==> config.mk <==
export PLATFORM = sky130hd
export DESIGN_NAME = adpcm_top
export DESIGN_NICKNAME = d
export VERILOG_FILES = /design/src/common/adpcm_pkg.sv /design/src/adpcm_regs.sv /design/src/adpcm_cnt/adpcm_cnt.sv /design/src/rom_arbiter.sv /design/src/adpcm_decode.sv /design/src/adpcm_top.sv
export VERILOG_INCLUDE_DIRS = /design/src /design/src/common
export SDC_FILE = /design/constraint.sdc
export NUM_CORES = 1
export LEC_CHECK = 0
export ABC_AREA = 1
export BUFFER_PORTS_ARGS = -buffer_cell sky130_fd_sc_hd__buf_4
export CORE_MARGIN = 1
export CORE_UTILIZATION = 35
export CTS_CLUSTER_SIZE = 12
export DETAILED_ROUTE_END_ITERATION = 8
export PLACE_DENSITY = 0.55
export SLEW_MARGIN = 20
export SYNTH_ARGS = -nofsm -noshare
export SYNTH_HDL_FRONTEND = slang
export SYNTH_SLANG_ARGS = --single-unit
==> constraint.sdc <==
create_clock -name clk -period 15.3 [get_ports clk]
set_input_delay 2.295 -clock clk [delete_from_list [all_inputs] [get_ports clk]]
set_output_delay 2.295 -clock clk [all_outputs]
set_load 0.01 [all_outputs]
==> src/common/adpcm_consts.svh <==
// **********************************************************
// Sizes shared by the ADPCM-A fetch and decode blocks.
// The ring length and the slot count must stay equal.
// **********************************************************
`ifndef ADPCM_CONSTS_SVH
`define ADPCM_CONSTS_SVH

// Number of channels, which is also the number of ring stages.
`define ADPCM_SLOTS 6

// Byte address width of the external sample ROM.
`define ADPCM_ROM_AW 20

// Width of a start or end block number.
`define ADPCM_BLK_W 12

// Nibble address bits below one block.
`define ADPCM_BLK_SHIFT 9

// Width of a decoded sample.
`define ADPCM_SMP_W 16

`endif

==> src/common/adpcm_pkg.sv <==
// **********************************************************
// Types and ADPCM-A tables shared by the playback blocks.
// Field widths come from the constants header.
// **********************************************************
`include "adpcm_consts.svh"

package adpcm_pkg;

    typedef enum logic [1:0] {
        OP_START,                                   // Sets the start block.
        OP_END,                                     // Sets the end block.
        OP_KEYON,                                   // Starts playback.
        OP_KEYOFF                                   // Stops playback.
    } reg_op_e;

    typedef enum logic [1:0] {
        HOST_IDLE,                                  // No host read pending.
        HOST_WAIT,                                  // Read latched and waiting for a free ROM.
        HOST_DATA                                   // ROM byte returns in this cycle.
    } host_st_e;

    typedef struct packed {
        logic [`ADPCM_BLK_W-1:0] addr_in;           // Block number for start or end.
        logic                    up_start;          // Load the start block.
        logic                    up_end;            // Load the end block.
        logic                    aon;               // Key-on.
        logic                    aoff;              // Key-off.
    } cnt_ctl_t;

    typedef struct packed {
        logic [`ADPCM_ROM_AW-1:0] addr;             // ROM byte address.
        logic                     sel;              // Zero picks the high nibble.
        logic [2:0]               slot;             // Channel of this fetch.
        logic                     first;            // First fetch after key-on.
    } rom_req_t;

    typedef struct packed {
        logic                           valid;      // One-cycle sample strobe.
        logic [2:0]                     slot;       // Channel of the sample.
        logic signed [`ADPCM_SMP_W-1:0] value;      // Decoded output.
    } sample_t;

    // Standard ADPCM-A step sizes.
    localparam logic [10:0] step_table [49] = '{
        16, 17, 19, 21, 23, 25, 28, 31, 34, 37, 41, 45, 50, 55, 60, 66,
        73, 80, 88, 97, 107, 118, 130, 143, 157, 173, 190, 209, 230, 253,
        279, 307, 337, 371, 408, 449, 494, 544, 598, 658, 724, 796, 876,
        963, 1060, 1166, 1282, 1411, 1552
    };

    // Step index change, indexed by nibble magnitude.
    localparam logic signed [4:0] index_adj [8] = '{
        -5'sd1, -5'sd1, -5'sd1, -5'sd1, 5'sd2, 5'sd5, 5'sd7, 5'sd9
    };

endpackage

==> src/adpcm_regs.sv <==
// **********************************************************
// Holds one host write until the ring shows its channel.
// wr_chan must be below the slot count, or the write never leaves.
// **********************************************************
`timescale 1ns/1ps
`include "adpcm_consts.svh"

module adpcm_regs (
    input  logic                     clk,
    input  logic                     rst_n,
    input  logic                     cen,
    input  logic                     wr,
    input  adpcm_pkg::reg_op_e       wr_op,
    input  logic [2:0]               wr_chan,
    input  logic [`ADPCM_BLK_W-1:0]  wr_data,
    input  logic [2:0]               cur_slot,
    output logic                     wr_busy,
    output adpcm_pkg::cnt_ctl_t      ctl
);
    import adpcm_pkg::*;

    reg_op_e                 op_q;                  // Pending opcode.
    logic [2:0]              chan_q;                // Pending channel.
    logic [`ADPCM_BLK_W-1:0] data_q;                // Pending block number.
    logic                    release_w;

    // The write leaves in the cen cycle where its slot sits in stage 1.
    assign release_w = wr_busy && cen && (cur_slot == chan_q);

    always_ff @(posedge clk or negedge rst_n) begin
        if (!rst_n) begin
            wr_busy <= 1'b0;
        end else if (release_w) begin
            wr_busy <= 1'b0;                        // Falls one cycle after release.
        end else if (wr) begin
            wr_busy <= 1'b1;                        // A write while busy is dropped.
        end
    end

    always_ff @(posedge clk) begin
        if (wr && !wr_busy) begin
            op_q   <= wr_op;
            chan_q <= wr_chan;
            data_q <= wr_data;
        end
    end

    // Exactly one control bit is set in the release cycle.
    always_comb begin
        ctl = '0;
        if (release_w) begin
            ctl.addr_in = data_q;
            case (op_q)
                OP_START: ctl.up_start = 1'b1;
                OP_END:   ctl.up_end   = 1'b1;
                OP_KEYON: ctl.aon      = 1'b1;
                default:  ctl.aoff     = 1'b1;
            endcase
        end
    end

endmodule

==> src/adpcm_cnt/adpcm_cnt.sv <==
// **********************************************************
// Six-stage ring of per-channel nibble addresses.
// Each slot fetches once per six cen cycles and stops at its end block.
// The nibble at the end block address itself is not fetched.
// **********************************************************
`timescale 1ns/1ps
`include "adpcm_consts.svh"

module adpcm_cnt (
    input  logic                 clk,
    input  logic                 rst_n,
    input  logic                 cen,
    input  adpcm_pkg::cnt_ctl_t  ctl,
    output logic [2:0]           cur_slot,
    output adpcm_pkg::rom_req_t  req,
    output logic                 roe_n
);
    import adpcm_pkg::*;

    localparam int AW = `ADPCM_BLK_W + `ADPCM_BLK_SHIFT;  // Nibble address width.

    typedef struct packed {
        logic [AW-1:0]           addr;              // Nibble address.
        logic [`ADPCM_BLK_W-1:0] start;             // Start block.
        logic [`ADPCM_BLK_W-1:0] stop;              // End block.
        logic                    on;                // Channel is playing.
        logic                    first;             // Next fetch is the first one.
        logic [2:0]              slot;              // Channel tag.
    } stage_t;

    stage_t st [`ADPCM_SLOTS];                      // Entry 0 is stage 1.
    logic   clr2;                                   // Key-on seen in stage 1.
    logic   done5;                                  // Address reached the end block.
    logic   run5;

    assign cur_slot = st[0].slot;
    assign run5     = st[4].on && !done5;           // Stage 5 will fetch and count.

    // **********************************************************
    // Ring advance
    // **********************************************************
    always_ff @(posedge clk or negedge rst_n) begin
        if (!rst_n) begin
            for (int i = 0; i < `ADPCM_SLOTS; i++) begin
                st[i]      <= '0;
                st[i].slot <= 3'((`ADPCM_SLOTS - i) % `ADPCM_SLOTS);  // Slot 0 starts in stage 1.
            end
            clr2  <= 1'b0;
            done5 <= 1'b0;
            roe_n <= 1'b1;
        end else if (cen) begin
            // Stage 1 takes the register write.
            st[1]    <= st[0];
            st[1].on <= ctl.aoff ? 1'b0 : (ctl.aon | st[0].on);
            if (ctl.up_start) begin
                st[1].start <= ctl.addr_in;
            end
            if (ctl.up_end) begin
                st[1].stop <= ctl.addr_in;
            end
            clr2 <= ctl.aon && !st[0].on;           // Only a fresh key-on reloads.

            // Stage 3 loads the start address after a key-on.
            st[2] <= st[1];
            if (clr2) begin
                st[2].addr  <= {st[1].start, {`ADPCM_BLK_SHIFT{1'b0}}};
                st[2].first <= 1'b1;
            end

            st[3] <= st[2];

            // Stage 5 compares against the end block.
            st[4] <= st[3];
            done5 <= st[3].addr[AW-1:`ADPCM_BLK_SHIFT] == st[3].stop;

            // Stage 6 issues the fetch and steps the address.
            st[5] <= st[4];
            if (run5) begin
                st[5].addr  <= st[4].addr + 1'b1;
                st[5].first <= 1'b0;
            end
            roe_n <= !run5;

            st[0] <= st[5];                         // Close the ring.
        end
    end

    // The fetch uses the address before its increment.
    always_ff @(posedge clk) begin
        if (cen) begin
            req.addr  <= st[4].addr[AW-1:1];        // Two nibbles per byte.
            req.sel   <= st[4].addr[0];
            req.slot  <= st[4].slot;
            req.first <= st[4].first;
        end
    end

endmodule

==> src/rom_arbiter.sv <==
// **********************************************************
// Shares the sample ROM between counter fetches and host reads.
// Counter fetches always win, so a host read may wait.
// A host_rd while host_busy is high is dropped.
// **********************************************************
`timescale 1ns/1ps
`include "adpcm_consts.svh"

module rom_arbiter (
    input  logic                     clk,
    input  logic                     rst_n,
    input  logic                     cen,
    input  adpcm_pkg::rom_req_t      req,
    input  logic                     roe_n,
    input  logic                     host_rd,
    input  logic [`ADPCM_ROM_AW-1:0] host_addr,
    input  logic [7:0]               rom_data,
    output logic                     host_busy,
    output logic                     host_valid,
    output logic [7:0]               host_data,
    output logic                     rom_cs,
    output logic [`ADPCM_ROM_AW-1:0] rom_addr,
    output adpcm_pkg::rom_req_t      fetch,
    output logic                     fetch_valid
);
    import adpcm_pkg::*;

    host_st_e                 state;
    logic [`ADPCM_ROM_AW-1:0] host_addr_q;          // Latched host address.
    logic                     cnt_fetch;

    assign cnt_fetch = cen && !roe_n;               // The counter owns the ROM this cycle.

    always_ff @(posedge clk or negedge rst_n) begin
        if (!rst_n) begin
            state <= HOST_IDLE;
        end else begin
            case (state)
                HOST_IDLE: if (host_rd) state <= HOST_WAIT;
                HOST_WAIT: if (!cnt_fetch) state <= HOST_DATA;  // First free cycle.
                default:   state <= HOST_IDLE;
            endcase
        end
    end

    always_ff @(posedge clk) begin
        if (state == HOST_IDLE && host_rd) begin
            host_addr_q <= host_addr;
        end
    end

    assign rom_cs     = cnt_fetch || (state == HOST_WAIT);
    assign rom_addr   = cnt_fetch ? req.addr : host_addr_q;
    assign host_busy  = state != HOST_IDLE;
    assign host_valid = state == HOST_DATA;         // ROM answers one cycle after access.
    assign host_data  = rom_data;

    // The tag lines up with the ROM byte one cycle later.
    always_ff @(posedge clk or negedge rst_n) begin
        if (!rst_n) begin
            fetch_valid <= 1'b0;
        end else begin
            fetch_valid <= cnt_fetch;
        end
    end

    always_ff @(posedge clk) begin
        if (cnt_fetch) begin
            fetch <= req;
        end
    end

endmodule

==> src/adpcm_decode.sv <==
// **********************************************************
// ADPCM-A decoder with one accumulator and step index per slot.
// A sample leaves one cycle after its ROM byte arrives.
// **********************************************************
`timescale 1ns/1ps
`include "adpcm_consts.svh"

module adpcm_decode (
    input  logic                 clk,
    input  logic                 rst_n,
    input  adpcm_pkg::rom_req_t  fetch,
    input  logic                 fetch_valid,
    input  logic [7:0]           rom_data,
    output adpcm_pkg::sample_t   sample
);
    import adpcm_pkg::*;

    localparam int SW = `ADPCM_SMP_W;

    logic signed [SW-1:0] acc [`ADPCM_SLOTS];       // Per-slot accumulator.
    logic [5:0]           idx [`ADPCM_SLOTS];       // Per-slot step index.

    logic [3:0]           nib;
    logic signed [SW-1:0] acc_cur;
    logic [5:0]           idx_cur;
    logic [10:0]          step;
    logic [14:0]          prod;
    logic signed [SW+1:0] sum;
    logic signed [SW-1:0] acc_nxt;
    logic signed [7:0]    idx_sum;
    logic [5:0]           idx_nxt;

    // **********************************************************
    // Nibble decode
    // **********************************************************
    always_comb begin
        nib     = fetch.sel ? rom_data[3:0] : rom_data[7:4];  // High nibble comes first.
        acc_cur = fetch.first ? '0 : acc[fetch.slot];         // Key-on starts from zero.
        idx_cur = fetch.first ? '0 : idx[fetch.slot];
        step    = step_table[idx_cur];
        prod    = {nib[2:0], 1'b1} * step;                    // (2 * magnitude + 1) * step.
        if (nib[3]) begin
            sum = acc_cur - $signed({6'd0, prod[14:3]});      // Sign bit subtracts.
        end else begin
            sum = acc_cur + $signed({6'd0, prod[14:3]});
        end

        // Saturate when the top bits disagree.
        if (sum[SW+1] && !(&sum[SW:SW-1])) begin
            acc_nxt = {1'b1, {(SW-1){1'b0}}};
        end else if (!sum[SW+1] && (|sum[SW:SW-1])) begin
            acc_nxt = {1'b0, {(SW-1){1'b1}}};
        end else begin
            acc_nxt = sum[SW-1:0];
        end

        idx_sum = $signed({2'b00, idx_cur}) + index_adj[nib[2:0]];
        if (idx_sum < 0) begin
            idx_nxt = 6'd0;
        end else if (idx_sum > 8'sd48) begin
            idx_nxt = 6'd48;                        // Last entry of the step table.
        end else begin
            idx_nxt = idx_sum[5:0];
        end
    end

    // **********************************************************
    // State and output registers
    // **********************************************************
    always_ff @(posedge clk or negedge rst_n) begin
        if (!rst_n) begin
            for (int i = 0; i < `ADPCM_SLOTS; i++) begin
                acc[i] <= '0;
                idx[i] <= '0;
            end
            sample <= '0;
        end else begin
            sample.valid <= fetch_valid;
            if (fetch_valid) begin
                acc[fetch.slot] <= acc_nxt;
                idx[fetch.slot] <= idx_nxt;
                sample.slot     <= fetch.slot;
                sample.value    <= acc_nxt;
            end
        end
    end

endmodule

==> src/adpcm_top.sv <==
// **********************************************************
// Six-channel ADPCM-A fetch and decode subsystem.
// The ROM is synchronous with data one cycle after rom_cs.
// **********************************************************
`timescale 1ns/1ps
`include "adpcm_consts.svh"

module adpcm_top (
    input  logic                     clk,
    input  logic                     rst_n,
    input  logic                     cen,
    input  logic                     wr,
    input  adpcm_pkg::reg_op_e       wr_op,
    input  logic [2:0]               wr_chan,
    input  logic [`ADPCM_BLK_W-1:0]  wr_data,
    input  logic                     host_rd,
    input  logic [`ADPCM_ROM_AW-1:0] host_addr,
    input  logic [7:0]               rom_data,
    output logic                     wr_busy,
    output logic                     host_busy,
    output logic                     host_valid,
    output logic [7:0]               host_data,
    output logic                     rom_cs,
    output logic [`ADPCM_ROM_AW-1:0] rom_addr,
    output adpcm_pkg::sample_t       sample
);
    import adpcm_pkg::*;

    cnt_ctl_t   ctl;                                // Register release into stage 1.
    logic [2:0] cur_slot;
    rom_req_t   req;                                // Counter fetch request.
    logic       roe_n;
    rom_req_t   fetch;                              // Fetch tag aligned with rom_data.
    logic       fetch_valid;

    adpcm_regs u_regs (
        .clk, .rst_n, .cen, .wr, .wr_op, .wr_chan, .wr_data,
        .cur_slot, .wr_busy, .ctl
    );

    adpcm_cnt u_cnt (
        .clk, .rst_n, .cen, .ctl, .cur_slot, .req, .roe_n
    );

    rom_arbiter u_arb (
        .clk, .rst_n, .cen, .req, .roe_n, .host_rd, .host_addr, .rom_data,
        .host_busy, .host_valid, .host_data, .rom_cs, .rom_addr,
        .fetch, .fetch_valid
    );

    adpcm_decode u_dec (
        .clk, .rst_n, .fetch, .fetch_valid, .rom_data, .sample
    );

endmodule

==> results.yml, run 1 <==
cells_and_area:
  layout-drive-gt1-share_pct: 8.68
  area_delta_synth_final_pct: 12.8
  final-seq-area_um2: 13500
  nNetsFinal: 3085
  fill_cells: 7069
  instances_no_fill: 3946
  antenna_cells: 0
  multi_input_area_um2: 9690
clocking:
  cts_tree: "done"
  htreeDepth: 2
  clk_path_buf_depth: 3
  cts.sinks: 526
  cts_made_buffers: 54
  insertion_delay_ps: 610
  hold_buffers: 0
  postCtsSetupBuffers: 0
  clockRootBuffer: "clkbuf_16"
  cts_resized: 0
  clk_pin_slew_ps: 60
pwr:
  peakVddDrop_uv: 191
  p_per_area_nw_per_um2: 202
  p_leak_uw: 0.0136
grt:
  grt.total_usage_pct: 17.5
  grt_pass1_wl_mm: 101
  grt_max_degree: 151
  grt_pass1_vias: 18400
  grt_overflow: 0
  grt_antenna_before_repair: 0
critical_path:
  crit_arrival_ps: 10530
  critical_path_required_ps: 15790
  endpoint: "u_dec.sample[9]"
  slowest_stage: "edfxtp_1"
  critPathTopFamily: "compound AO/OA/AOI/OAI gates"
  cp-startpoint: "u_arb.fetch[1]"
  regToRegStartpoint: "u_arb.fetch[1]"
  rr_endpoint: "u_dec.sample[9]"
  reg2reg_depth: 44
  critPathCaptureType: "flop"
  cpMostUsedCell: "o21ai_0"
  cp.depth: 44
  rrSetupSlack_ps: 5270
  slowest_delay_ps: 680
  cp_max_fo: 69
  crit_buf_inv: 6
  cp-start-kind: "flop"
  crit_type: "reg -> reg"
drt:
  vias: 18900
  avgRoutedWirePerCell_um: 15.8
  drt_wl_total_mm: 62.3
  drc_errors: 0
  drtIter0Drc: 1634
  vias_per_cell: 4.78
  dr.pass1.iters: 6
  antenna_left: 0
synth:
  synth.distinct_cells: 55
  syn_area_per_cell_um2: 8.53
  synth.yosys.warnings: 0
  synth_area_leader_cell: "dfrtp_1"
  synth.most_common_cell: "nand2_1"
  synth_edf_count: 67
  synth_area_um2: 25000
  ys_seq_area_share_pct: 54.1
  synthCells: 2928
  ys_async_sr_fraction_pct: 87.3
  ys_ff_latch: 526
  synth_top_area_share_pct: 45.2
  synth_fp_nets: 3050
  synth_commonest_cells: "nand2_1 (980), dfrtp_1 (451), o21ai_0 (386), inv_1 (281), nor2_1 (149)"
  ys.flop_type: "dfrtp_1"
  synth.area.top_cells: "dfrtp_1 (45%), nand2_1 (15%), edfxtp_1 (8.1%), o21ai_0 (7.7%), inv_1 (4.2%)"
flow_run:
  maxCapViolCount: 0
die:
  die_x_um: 269
  num_rows: 97
  core-area_um2: 70300
  initial_core_util_pct: 35.5
  die_y_um: 269
  die_area_um2: 72400
  boundaryPins: 102
timing:
  holdWs_ps: 418
  drv_slew: 0
  tns_ps: 0
  period_share_pct: 65.6
  finalSetupViolCount: 0
  fmax_mhz: 99.7
  clock_skew_ps: 21.5
  finalHoldViolCount: 0
  finalWorstSetupSlack_ps: 5270
  rsz0062_at_grt: "no"
  worst_pin_slew_ps: 1050
  min_period_ps: 10030
  max_slew_margin_pct: 29.7
placement:
  gp_congestion: 0.882
  dp_hpwl_mm: 39.4
  io_buffers: 101
  placed_cells: 3847
  pre_cts_slack_ps: 5110
outcome:
  status: "finished, final reports clean"
worst_hold_path:
  hp-class: "reg -> reg"
  hold_depth: 0
-- through the flow --
step | instance area [µm²] | power, µW | util (%)
2_1_floorplan | 25000 | 3720 | -
3_3_place_gp | 26500 | 4390 | 37.6
3_5_place_dp | 26500 | 4400 | 37.6
4_1_cts | 28200 | 5730 | 40.1
5_1_grt | 28200 | 6120 | 40.1
6_report | 28200 | 5690 | 40.1
-- routing by layer --
| layer | up-vias | track usage, % | share of wire (%) |
|---|---|---|---|
| met2 | 362 | 27.8 | 45 |
| met3 | 79 | 2.25 | 3.7 |
| met5 | - | 0 | 0 |
| met4 | 0 | 4.44 | 1.9 |
| li1 | 9412 | - | - |
| met1 | 9005 | 25.1 | 49 |
-- power breakdown --
part | internal (µW) | switching [µW] | leakage [µW] | total, µW
clock | 741 | 550 | 0.000836 | 1290
combinational | 777 | 1640 | 0.00626 | 2410
sequential | 1790 | 199 | 0.00655 | 1990
-- cells by family (layout without fill, tap and decap cells) --
logic type / Yosys count / after routing / synth area share, %
DFF: 526 / 526 / 54.1
buffers and inverters: 438 / 516 / 7.13
AOI/OAI and AO/OA: 516 / 516 / 11.1
and+or+nand+nor: 1319 / 1319 / 21.5
adders and majority gates: 72 / 72 / 4.21
xor gates and xnor gates: 57 / 57 / 2.00
-- state kept, by name, indices dropped and copies added, names as in the netlist --
signal and count:
u_cnt.roe_n 1, u_regs.wr_busy 1, u_dec.acc 96, u_arb.host_addr_q 20
u_arb.state 2, u_cnt.req 25, u_dec.idx 36, u_regs.op_q 2
u_cnt.cur_slot 3, u_cnt.clr2 1, u_cnt.st 297, u_arb.fetch 5
u_dec.sample 20, u_cnt.done5 1, u_regs.data_q 12, u_regs.chan_q 3
u_arb.fetch_valid 1
-- layout make-up --
cell class,count,share of cell area (%)
inverter,291,3.91
tap,940,4.18
sequential,526,48.0
timing repair buffer,126,3.46
clock inverter,11,0.444
clock buffer,88,5.65
multi-input combinational,1964,34.4
-- worst register-to-register path: cells and delay by family (launching register included) --
kind            cells  cell delay [ps]
compound gates     14             2800
flops               1              680
xor+xnor            3              680
buf+inv             6             1140
simple gates       16             2660
fa+ha+maj           5             1970
-- worst min path at each step --
stage	from	endpoint	slack, ps
3_5_place_dp	u_cnt.req[0]	u_arb.fetch[0]	410
4_1_cts	u_cnt.req[0]	u_arb.fetch[0]	420
5_1_grt	u_cnt.req[3]	u_arb.fetch[3]	430
2_1_floorplan	u_arb.fetch_valid	u_dec.sample[19]	350
3_3_place_gp	u_cnt.req[0]	u_arb.fetch[0]	400
6_report	u_cnt.req[0]	u_arb.fetch[0]	420
-- placed cells by master (no fill, tap or decap), types with 4 or more instances in the layout --
| master | synthesis | final |
|---|---|---|
| dfrtp_1 | 451 | 451 |
| o21ai_1 | 6 | 6 |
| clkbuf_16 | 0 | 55 |
| inv_2 | 8 | 8 |
| ha_1 | 52 | 52 |
| nor2_1 | 149 | 148 |
| nand4_1 | 6 | 6 |
| xor2_1 | 43 | 43 |
| nand2_2 | 6 | 6 |
| xnor2_1 | 14 | 14 |
| o21bai_1 | 5 | 5 |
| nand2_1 | 980 | 980 |
| clkbuf_1 | 114 | 24 |
| inv_1 | 281 | 280 |
| fa_1 | 20 | 20 |
| o221ai_1 | 17 | 17 |
| o22ai_1 | 5 | 5 |
| clkbuf_8 | 0 | 9 |
| edfxtp_1 | 67 | 67 |
| dfstp_2 | 8 | 8 |
| or2_2 | 8 | 8 |
| nand3_1 | 127 | 127 |
| nand2_4 | 13 | 13 |
| buf_4 | 9 | 123 |
| a21oi_1 | 69 | 69 |
| o2111ai_1 | 5 | 5 |
| clkinv_2 | 0 | 5 |
| nand3_2 | 7 | 6 |
| o21ai_0 | 386 | 385 |
| nor3_1 | 11 | 11 |
| o211ai_1 | 4 | 4 |
No activity file was read; power rests on OpenSTA's default activity.
==> run 2: changes to the inputs <==
clock period = 9.4 ns   (was 15.3 ns; I/O delays follow)
==> run 2 against run 1 <==
Effect of this change:
- combinational power grew 61%
- fmax grew 18%
- die area is the same
- critical path depth unchanged
- critical endpoint is now u_dec.acc[66]
==> results.yml, run 2 (same netlist as run 1, synthesis figures left out) <==
timing:
  holdWs_ps: 421
  clock_skew_ps: 39.8
  finalHoldViolCount: 0
  min_period_ps: 8530
  max_slew_margin_pct: 27.0
  rsz0062_at_grt: "no"
  worst_pin_slew_ps: 1090
  fmax_mhz: 117
  finalSetupViolCount: 0
  drv_slew: 0
  tns_ps: 0
  period_share_pct: 90.7
pwr:
  p_per_area_nw_per_um2: 327
  power.share.sequential_pct: 34.9
  switching_share_pct: 41.4
  internal-power_uw: 5440
  clockPowerShare_pct: 23.5
  power.switching_uw: 3840
  share_comb_of_total_power_pct: 41.7
  p_total_uw: 9280
  peakVddDrop_uv: 285
  p_leak_uw: 0.0137
grt:
  grt.total_usage_pct: 17.5
  grt_overflow: 0
  grt_max_degree: 209
  grt_pass1_vias: 18200
  grt_antenna_before_repair: 0
  grt_pass1_wl_mm: 100
critical_path:
  crit_type: "reg -> reg"
  slowest_stage: "fa_1"
  slowest_delay_ps: 480
  cp-start-kind: "flop"
  cp_max_fo: 15
  cpMostUsedCell: "nand2_1"
  crit_arrival_ps: 9050
  critical_path_required_ps: 9930
  critPathCaptureType: "flop"
drt:
  vias: 18900
  drt_wl_total_mm: 62.2
  avgRoutedWirePerCell_um: 15.7
  drc_errors: 0
  dr.pass1.iters: 5
  antenna_left: 0
  drtIter0Drc: 1632
  vias_per_cell: 4.77
clocking:
  htreeDepth: 2
  clk_path_buf_depth: 3
  insertion_delay_ps: 640
  cts.sinks: 526
  clockRootBuffer: "clkbuf_16"
  cts_made_buffers: 56
  clk_pin_slew_ps: 60
  cts_tree: "done"
  hold_buffers: 0
cells_and_area:
  area_delta_synth_final_pct: 13.6
  final_cell_mix: "nand2_1 (980), dfrtp_1 (451), o21ai_0 (384)"
  fin_area_um2: 28400
  final_common_cell: "nand2_1"
  largest_reg_flops: 297
  top_regs: "u_cnt.st (297), u_dec.acc (96), u_dec.idx (36)"
  antenna_cells: 0
  fin_util_pct: 40.3
  top_register: "u_cnt.st"
  nNetsFinal: 3093
  fill_cells: 7087
  layout-drive-gt1-share_pct: 9.15
die:
  die_area_um2: 72400
  die_y_um: 269
  num_rows: 97
  boundaryPins: 102
  core-area_um2: 70300
  initial_core_util_pct: 35.5
  die_x_um: 269
placement:
  place_area_um2: 26500
  dp_hpwl_mm: 39.4
  io_buffers: 101
  gp_congestion: 0.886
worst_hold_path:
  hp-class: "reg -> reg"
outcome:
  status: "finished, final reports clean"
flow_run:
  maxCapViolCount: 0
run 2: cell types whose count changed in the layout (fill, tap and decap cells not counted), sizes merged:
cell	change
bufinv	-1
clkinv	-1
buf	+6
inv	+3
clkbuf	+4
clkinvlp	+1
run 2: power groups by stage:
stage / Sequential [µW] / Combinational (µW) / Clock, µW
2_1_floorplan: 3180 / 2870 / 0
3_3_place_gp: 3270 / 3830 / 0
3_5_place_dp: 3260 / 3840 / 0
4_1_cts: 3240 / 3860 / 2240
5_1_grt: 3300 / 4380 / 2330
6_report: 3240 / 3870 / 2180
run 2: worst paths after layout:
path / startpoint / endpoint / slack (ps) / cells past startpoint
hold reg to reg: u_cnt.req[0] / u_arb.fetch[0] / 420 / 0
max in group asynchronous: rst_n / u_dec.acc[48] / 7210 / 2
hold / removal: u_cnt.req[0] / u_arb.fetch[0] / 420 / 0
setup / recovery: u_arb.fetch[1] / u_dec.acc[66] / 870 / 44
setup reg to reg: u_arb.fetch[1] / u_dec.acc[66] / 870 / 44
min in group asynchronous: rst_n / u_cnt.st[67] / 780 / 1
run 2: layer usage:
layer	wire length (µm)	vias up	track usage [%]
met5	0	-	0
met4	1480	0	5.36
met2	28400	366	27.7
met3	2380	96	2.04
li1	-	9436	-
met1	29900	8998	25.0
run 2: cell type report:
class	count	area, µm²	share of cell area [%]
clock buffers	92	1670	5.88
well taps	940	1180	4.15
flip-flops and latches	526	13500	47.6
repair buffers	132	1050	3.71
clock inverters	13	151	0.534
multi-input cells	1964	9700	34.2
inverters	291	1100	3.89
run 2: worst max-delay path: cells and delay by family (launching register included):
family	cells	cell delay [ps]
AOI/OAI and AO/OA	13	2580
xor gates and xnor gates	3	620
adders and majority gates	5	1920
buffers and inverters	8	980
DFF	1	420
and+or+nand+nor	15	1920
run 2: what timing repair did:
action                                  in CTS  in global routing
gates resized for setup                      0                  4
buffers inserted                             0                  2
endpoints found under the setup margin       0                104
run 2: through the flow:
stage,cells,setup WS (ps)
2_1_floorplan,2928,1850
3_3_place_gp,3851,765
3_5_place_dp,3851,661
4_1_cts,3956,605
5_1_grt,3958,43.2
6_report,3958,875
==> run 3: changes to the inputs <==
ABC_AREA = 0   (was 1)
==> run 3 against run 2 <==
Effect of this change:
- fmax is 7.3% lower
- utilization up 2.9 points
- final cell count decreased by 15%
- clock-buffer cell count shrank 1
- largest cell class unchanged
- highest routed layer unchanged
==> results.yml, run 3 <==
outcome:
  status: "finished, final reports clean"
flow_run:
  maxCapViolCount: 0
cells_and_area:
  layout-drive-gt1-share_pct: 32.1
  multi_input_area_um2: 11400
  fin_util_pct: 43.3
  nNetsFinal: 2501
  final_cell_mix: "dfrtp_1 (451), mux2_2 (291), buf_4 (250)"
  top_regs: "u_cnt.st (297), u_dec.acc (96), u_dec.idx (36)"
  area_delta_synth_final_pct: 21.9
  final_common_cell: "dfrtp_1"
  top_register: "u_cnt.st"
  fill_cells: 6546
  largest_reg_flops: 297
  antenna_cells: 0
  final-seq-area_um2: 13500
worst_hold_path:
  hold_depth: 0
  hold_start: "u_cnt.req[3]"
  hp-class: "reg -> reg"
  whs_endpoint: "u_arb.fetch[3]"
critical_path:
  slowest_stage: "or4bb_4"
  crit_buf_inv: 8
  critPathCaptureType: "flop"
  slowest_delay_ps: 540
  crit_arrival_ps: 9730
  critPathTopFamily: "simple AND/OR/NAND/NOR gates"
  cpMostUsedCell: "nor2_4"
  reg2reg_depth: 43
  cp-start-kind: "flop"
  regToRegStartpoint: "u_arb.fetch[3]"
  crit_type: "reg -> reg"
  rrSetupSlack_ps: 200
  cp_max_fo: 31
  rr_endpoint: "u_dec.acc[11]"
  critical_path_required_ps: 9930
grt:
  grt_pass1_vias: 17200
  grt_pass1_wl_mm: 94.4
  grt_antenna_before_repair: 0
  grt_overflow: 0
  grt.total_usage_pct: 16.4
  grt_max_degree: 203
timing:
  finalWorstSetupSlack_ps: 203
  period_share_pct: 97.8
  worst_pin_slew_ps: 1290
  finalSetupViolCount: 0
  fmax_mhz: 109
  min_period_ps: 9200
  rsz0062_at_grt: "yes"
  drv_slew: 0
  clock_skew_ps: 35.5
  max_slew_margin_pct: 13.5
  finalHoldViolCount: 0
placement:
  gp_congestion: 0.857
  io_buffers: 101
  pre_cts_slack_ps: -177
  dp_hpwl_mm: 39.8
clocking:
  hold_buffers: 0
  insertion_delay_ps: 630
  cts.sinks: 526
  cts_made_buffers: 55
  cts_tree: "done"
  htreeDepth: 2
  clk_path_buf_depth: 3
  clk_pin_slew_ps: 60
  clockRootBuffer: "clkbuf_16"
drt:
  dr.pass1.iters: 5
  vias_per_cell: 5.13
  vias: 17200
  drtIter0Drc: 1114
  drc_errors: 0
  avgRoutedWirePerCell_um: 17.7
  antenna_left: 0
  drt_wl_total_mm: 59.4
synth:
  synth.area.top_cells: "dfrtp_1 (45%), mux2_2 (13%), edfxtp_1 (8.1%), nor2_1 (3.2%), ha_1 (2.6%)"
  ys.flop_type: "dfrtp_1"
  ys_seq_area_share_pct: 54.1
  synth_area_um2: 25000
  syn_area_per_cell_um2: 11.5
  synth_edf_count: 67
  synth.yosys.warnings: 0
  synth.most_common_cell: "dfrtp_1"
  synth_commonest_cells: "dfrtp_1 (451), mux2_2 (291), nor2_1 (213), nand2_1 (166), o21ai_0 (112)"
  synth.distinct_cells: 80
  synth_fp_nets: 2299
  synth_area_leader_cell: "dfrtp_1"
  ys_ff_latch: 526
  synthCells: 2177
  ys_async_sr_fraction_pct: 87.3
  synth_top_area_share_pct: 45.2
die:
  initial_core_util_pct: 35.5
  boundaryPins: 102
  num_rows: 97
  core-area_um2: 70300
  die_y_um: 269
  die_area_um2: 72400
  die_x_um: 269
[run 3: cell count changes after synthesis, sizes merged, moves of 36 or more]
cell / change
nand2: -833
mux2: +294
o21ai: -272
inv: -227
nand3: -107
a31oi: +66
nor2: +61
mux2i: +51
a21oi: +36
[run 3: worst max path at each step]
| stage | slack [ps] | cells past startpoint | startpoint | to |
|---|---|---|---|---|
| floorplan | 70 | 39 | u_arb.fetch[3] | u_dec.acc[10] |
| global placement | -80 | 42 | u_arb.fetch[3] | u_dec.sample[10] |
| detailed placement | -180 | 42 | u_arb.fetch[3] | u_dec.sample[10] |
| CTS | 3 | 41 | u_arb.fetch[3] | u_dec.acc[13] |
| global route | -170 | 41 | u_arb.fetch[3] | u_dec.acc[56] |
| finish | 200 | 43 | u_arb.fetch[3] | u_dec.acc[11] |
[run 3: layer usage]
layer	GRT usage [%]	share of wire [%]
met4	4.16	1.8
met1	22.5	46
met3	2.50	3.8
met2	27.2	49
met5	0	0
[run 3: cells by family after synthesis]
| kind of cell | count (synthesis) | synth area share, % |
|---|---|---|
| and+or+nand+nor | 532 | 9.46 |
| DFF | 526 | 54.1 |
| AOI/OAI and AO/OA | 435 | 10.9 |
| muxes | 348 | 15.7 |
| buffers and inverters | 194 | 3.16 |
| adders and majority gates | 72 | 4.21 |
| xor gates and xnor gates | 70 | 2.46 |
[run 3: through the flow]
step | std cells | TNS, ps | hold slack, ps | instance area [µm²]
after floorplan | 2177 | 0 | 400 | 25000
after global placement | 3226 | -712 | 408 | 27500
after detailed placement | 3226 | -8410 | 405 | 27500
after CTS | 3330 | 0 | 399 | 29300
after global routing | 3364 | -11360 | 405 | 30400
final | 3364 | 0 | 394 | 30400
[run 3: what timing repair did]
action / CTS / global route
resized for setup: 14 / 140
pin swaps: 3 / 46
endpoints found under the setup margin: 98 / 112
buffers inserted: 2 / 33
cloned: 0 / 4
[run 3: area by class of cell]
cell class,count,share of cell area (%)
Sequential cell,526,44.4
Multi-Input combinational cell,1457,37.6
Timing Repair Buffer,272,7.43
Clock buffer,91,5.43
Tap cell,940,3.87
Inverter,67,0.835
Clock inverter,11,0.416
[run 3: worst register-to-register path: cells and delay by family, from the launching register on]
kind	cells	cell delay, ps
AOI/OAI and AO/OA	13	2110
xor gates and xnor gates	2	340
adders and majority gates	5	1840
buffers and inverters	8	1020
DFF	1	490
muxes	3	900
and+or+nand+nor	12	2410
Power of run 3 is left out: the tool's default activity adds up to more than one toggle a clock period on the data nets, which glitch-free logic cannot reach.
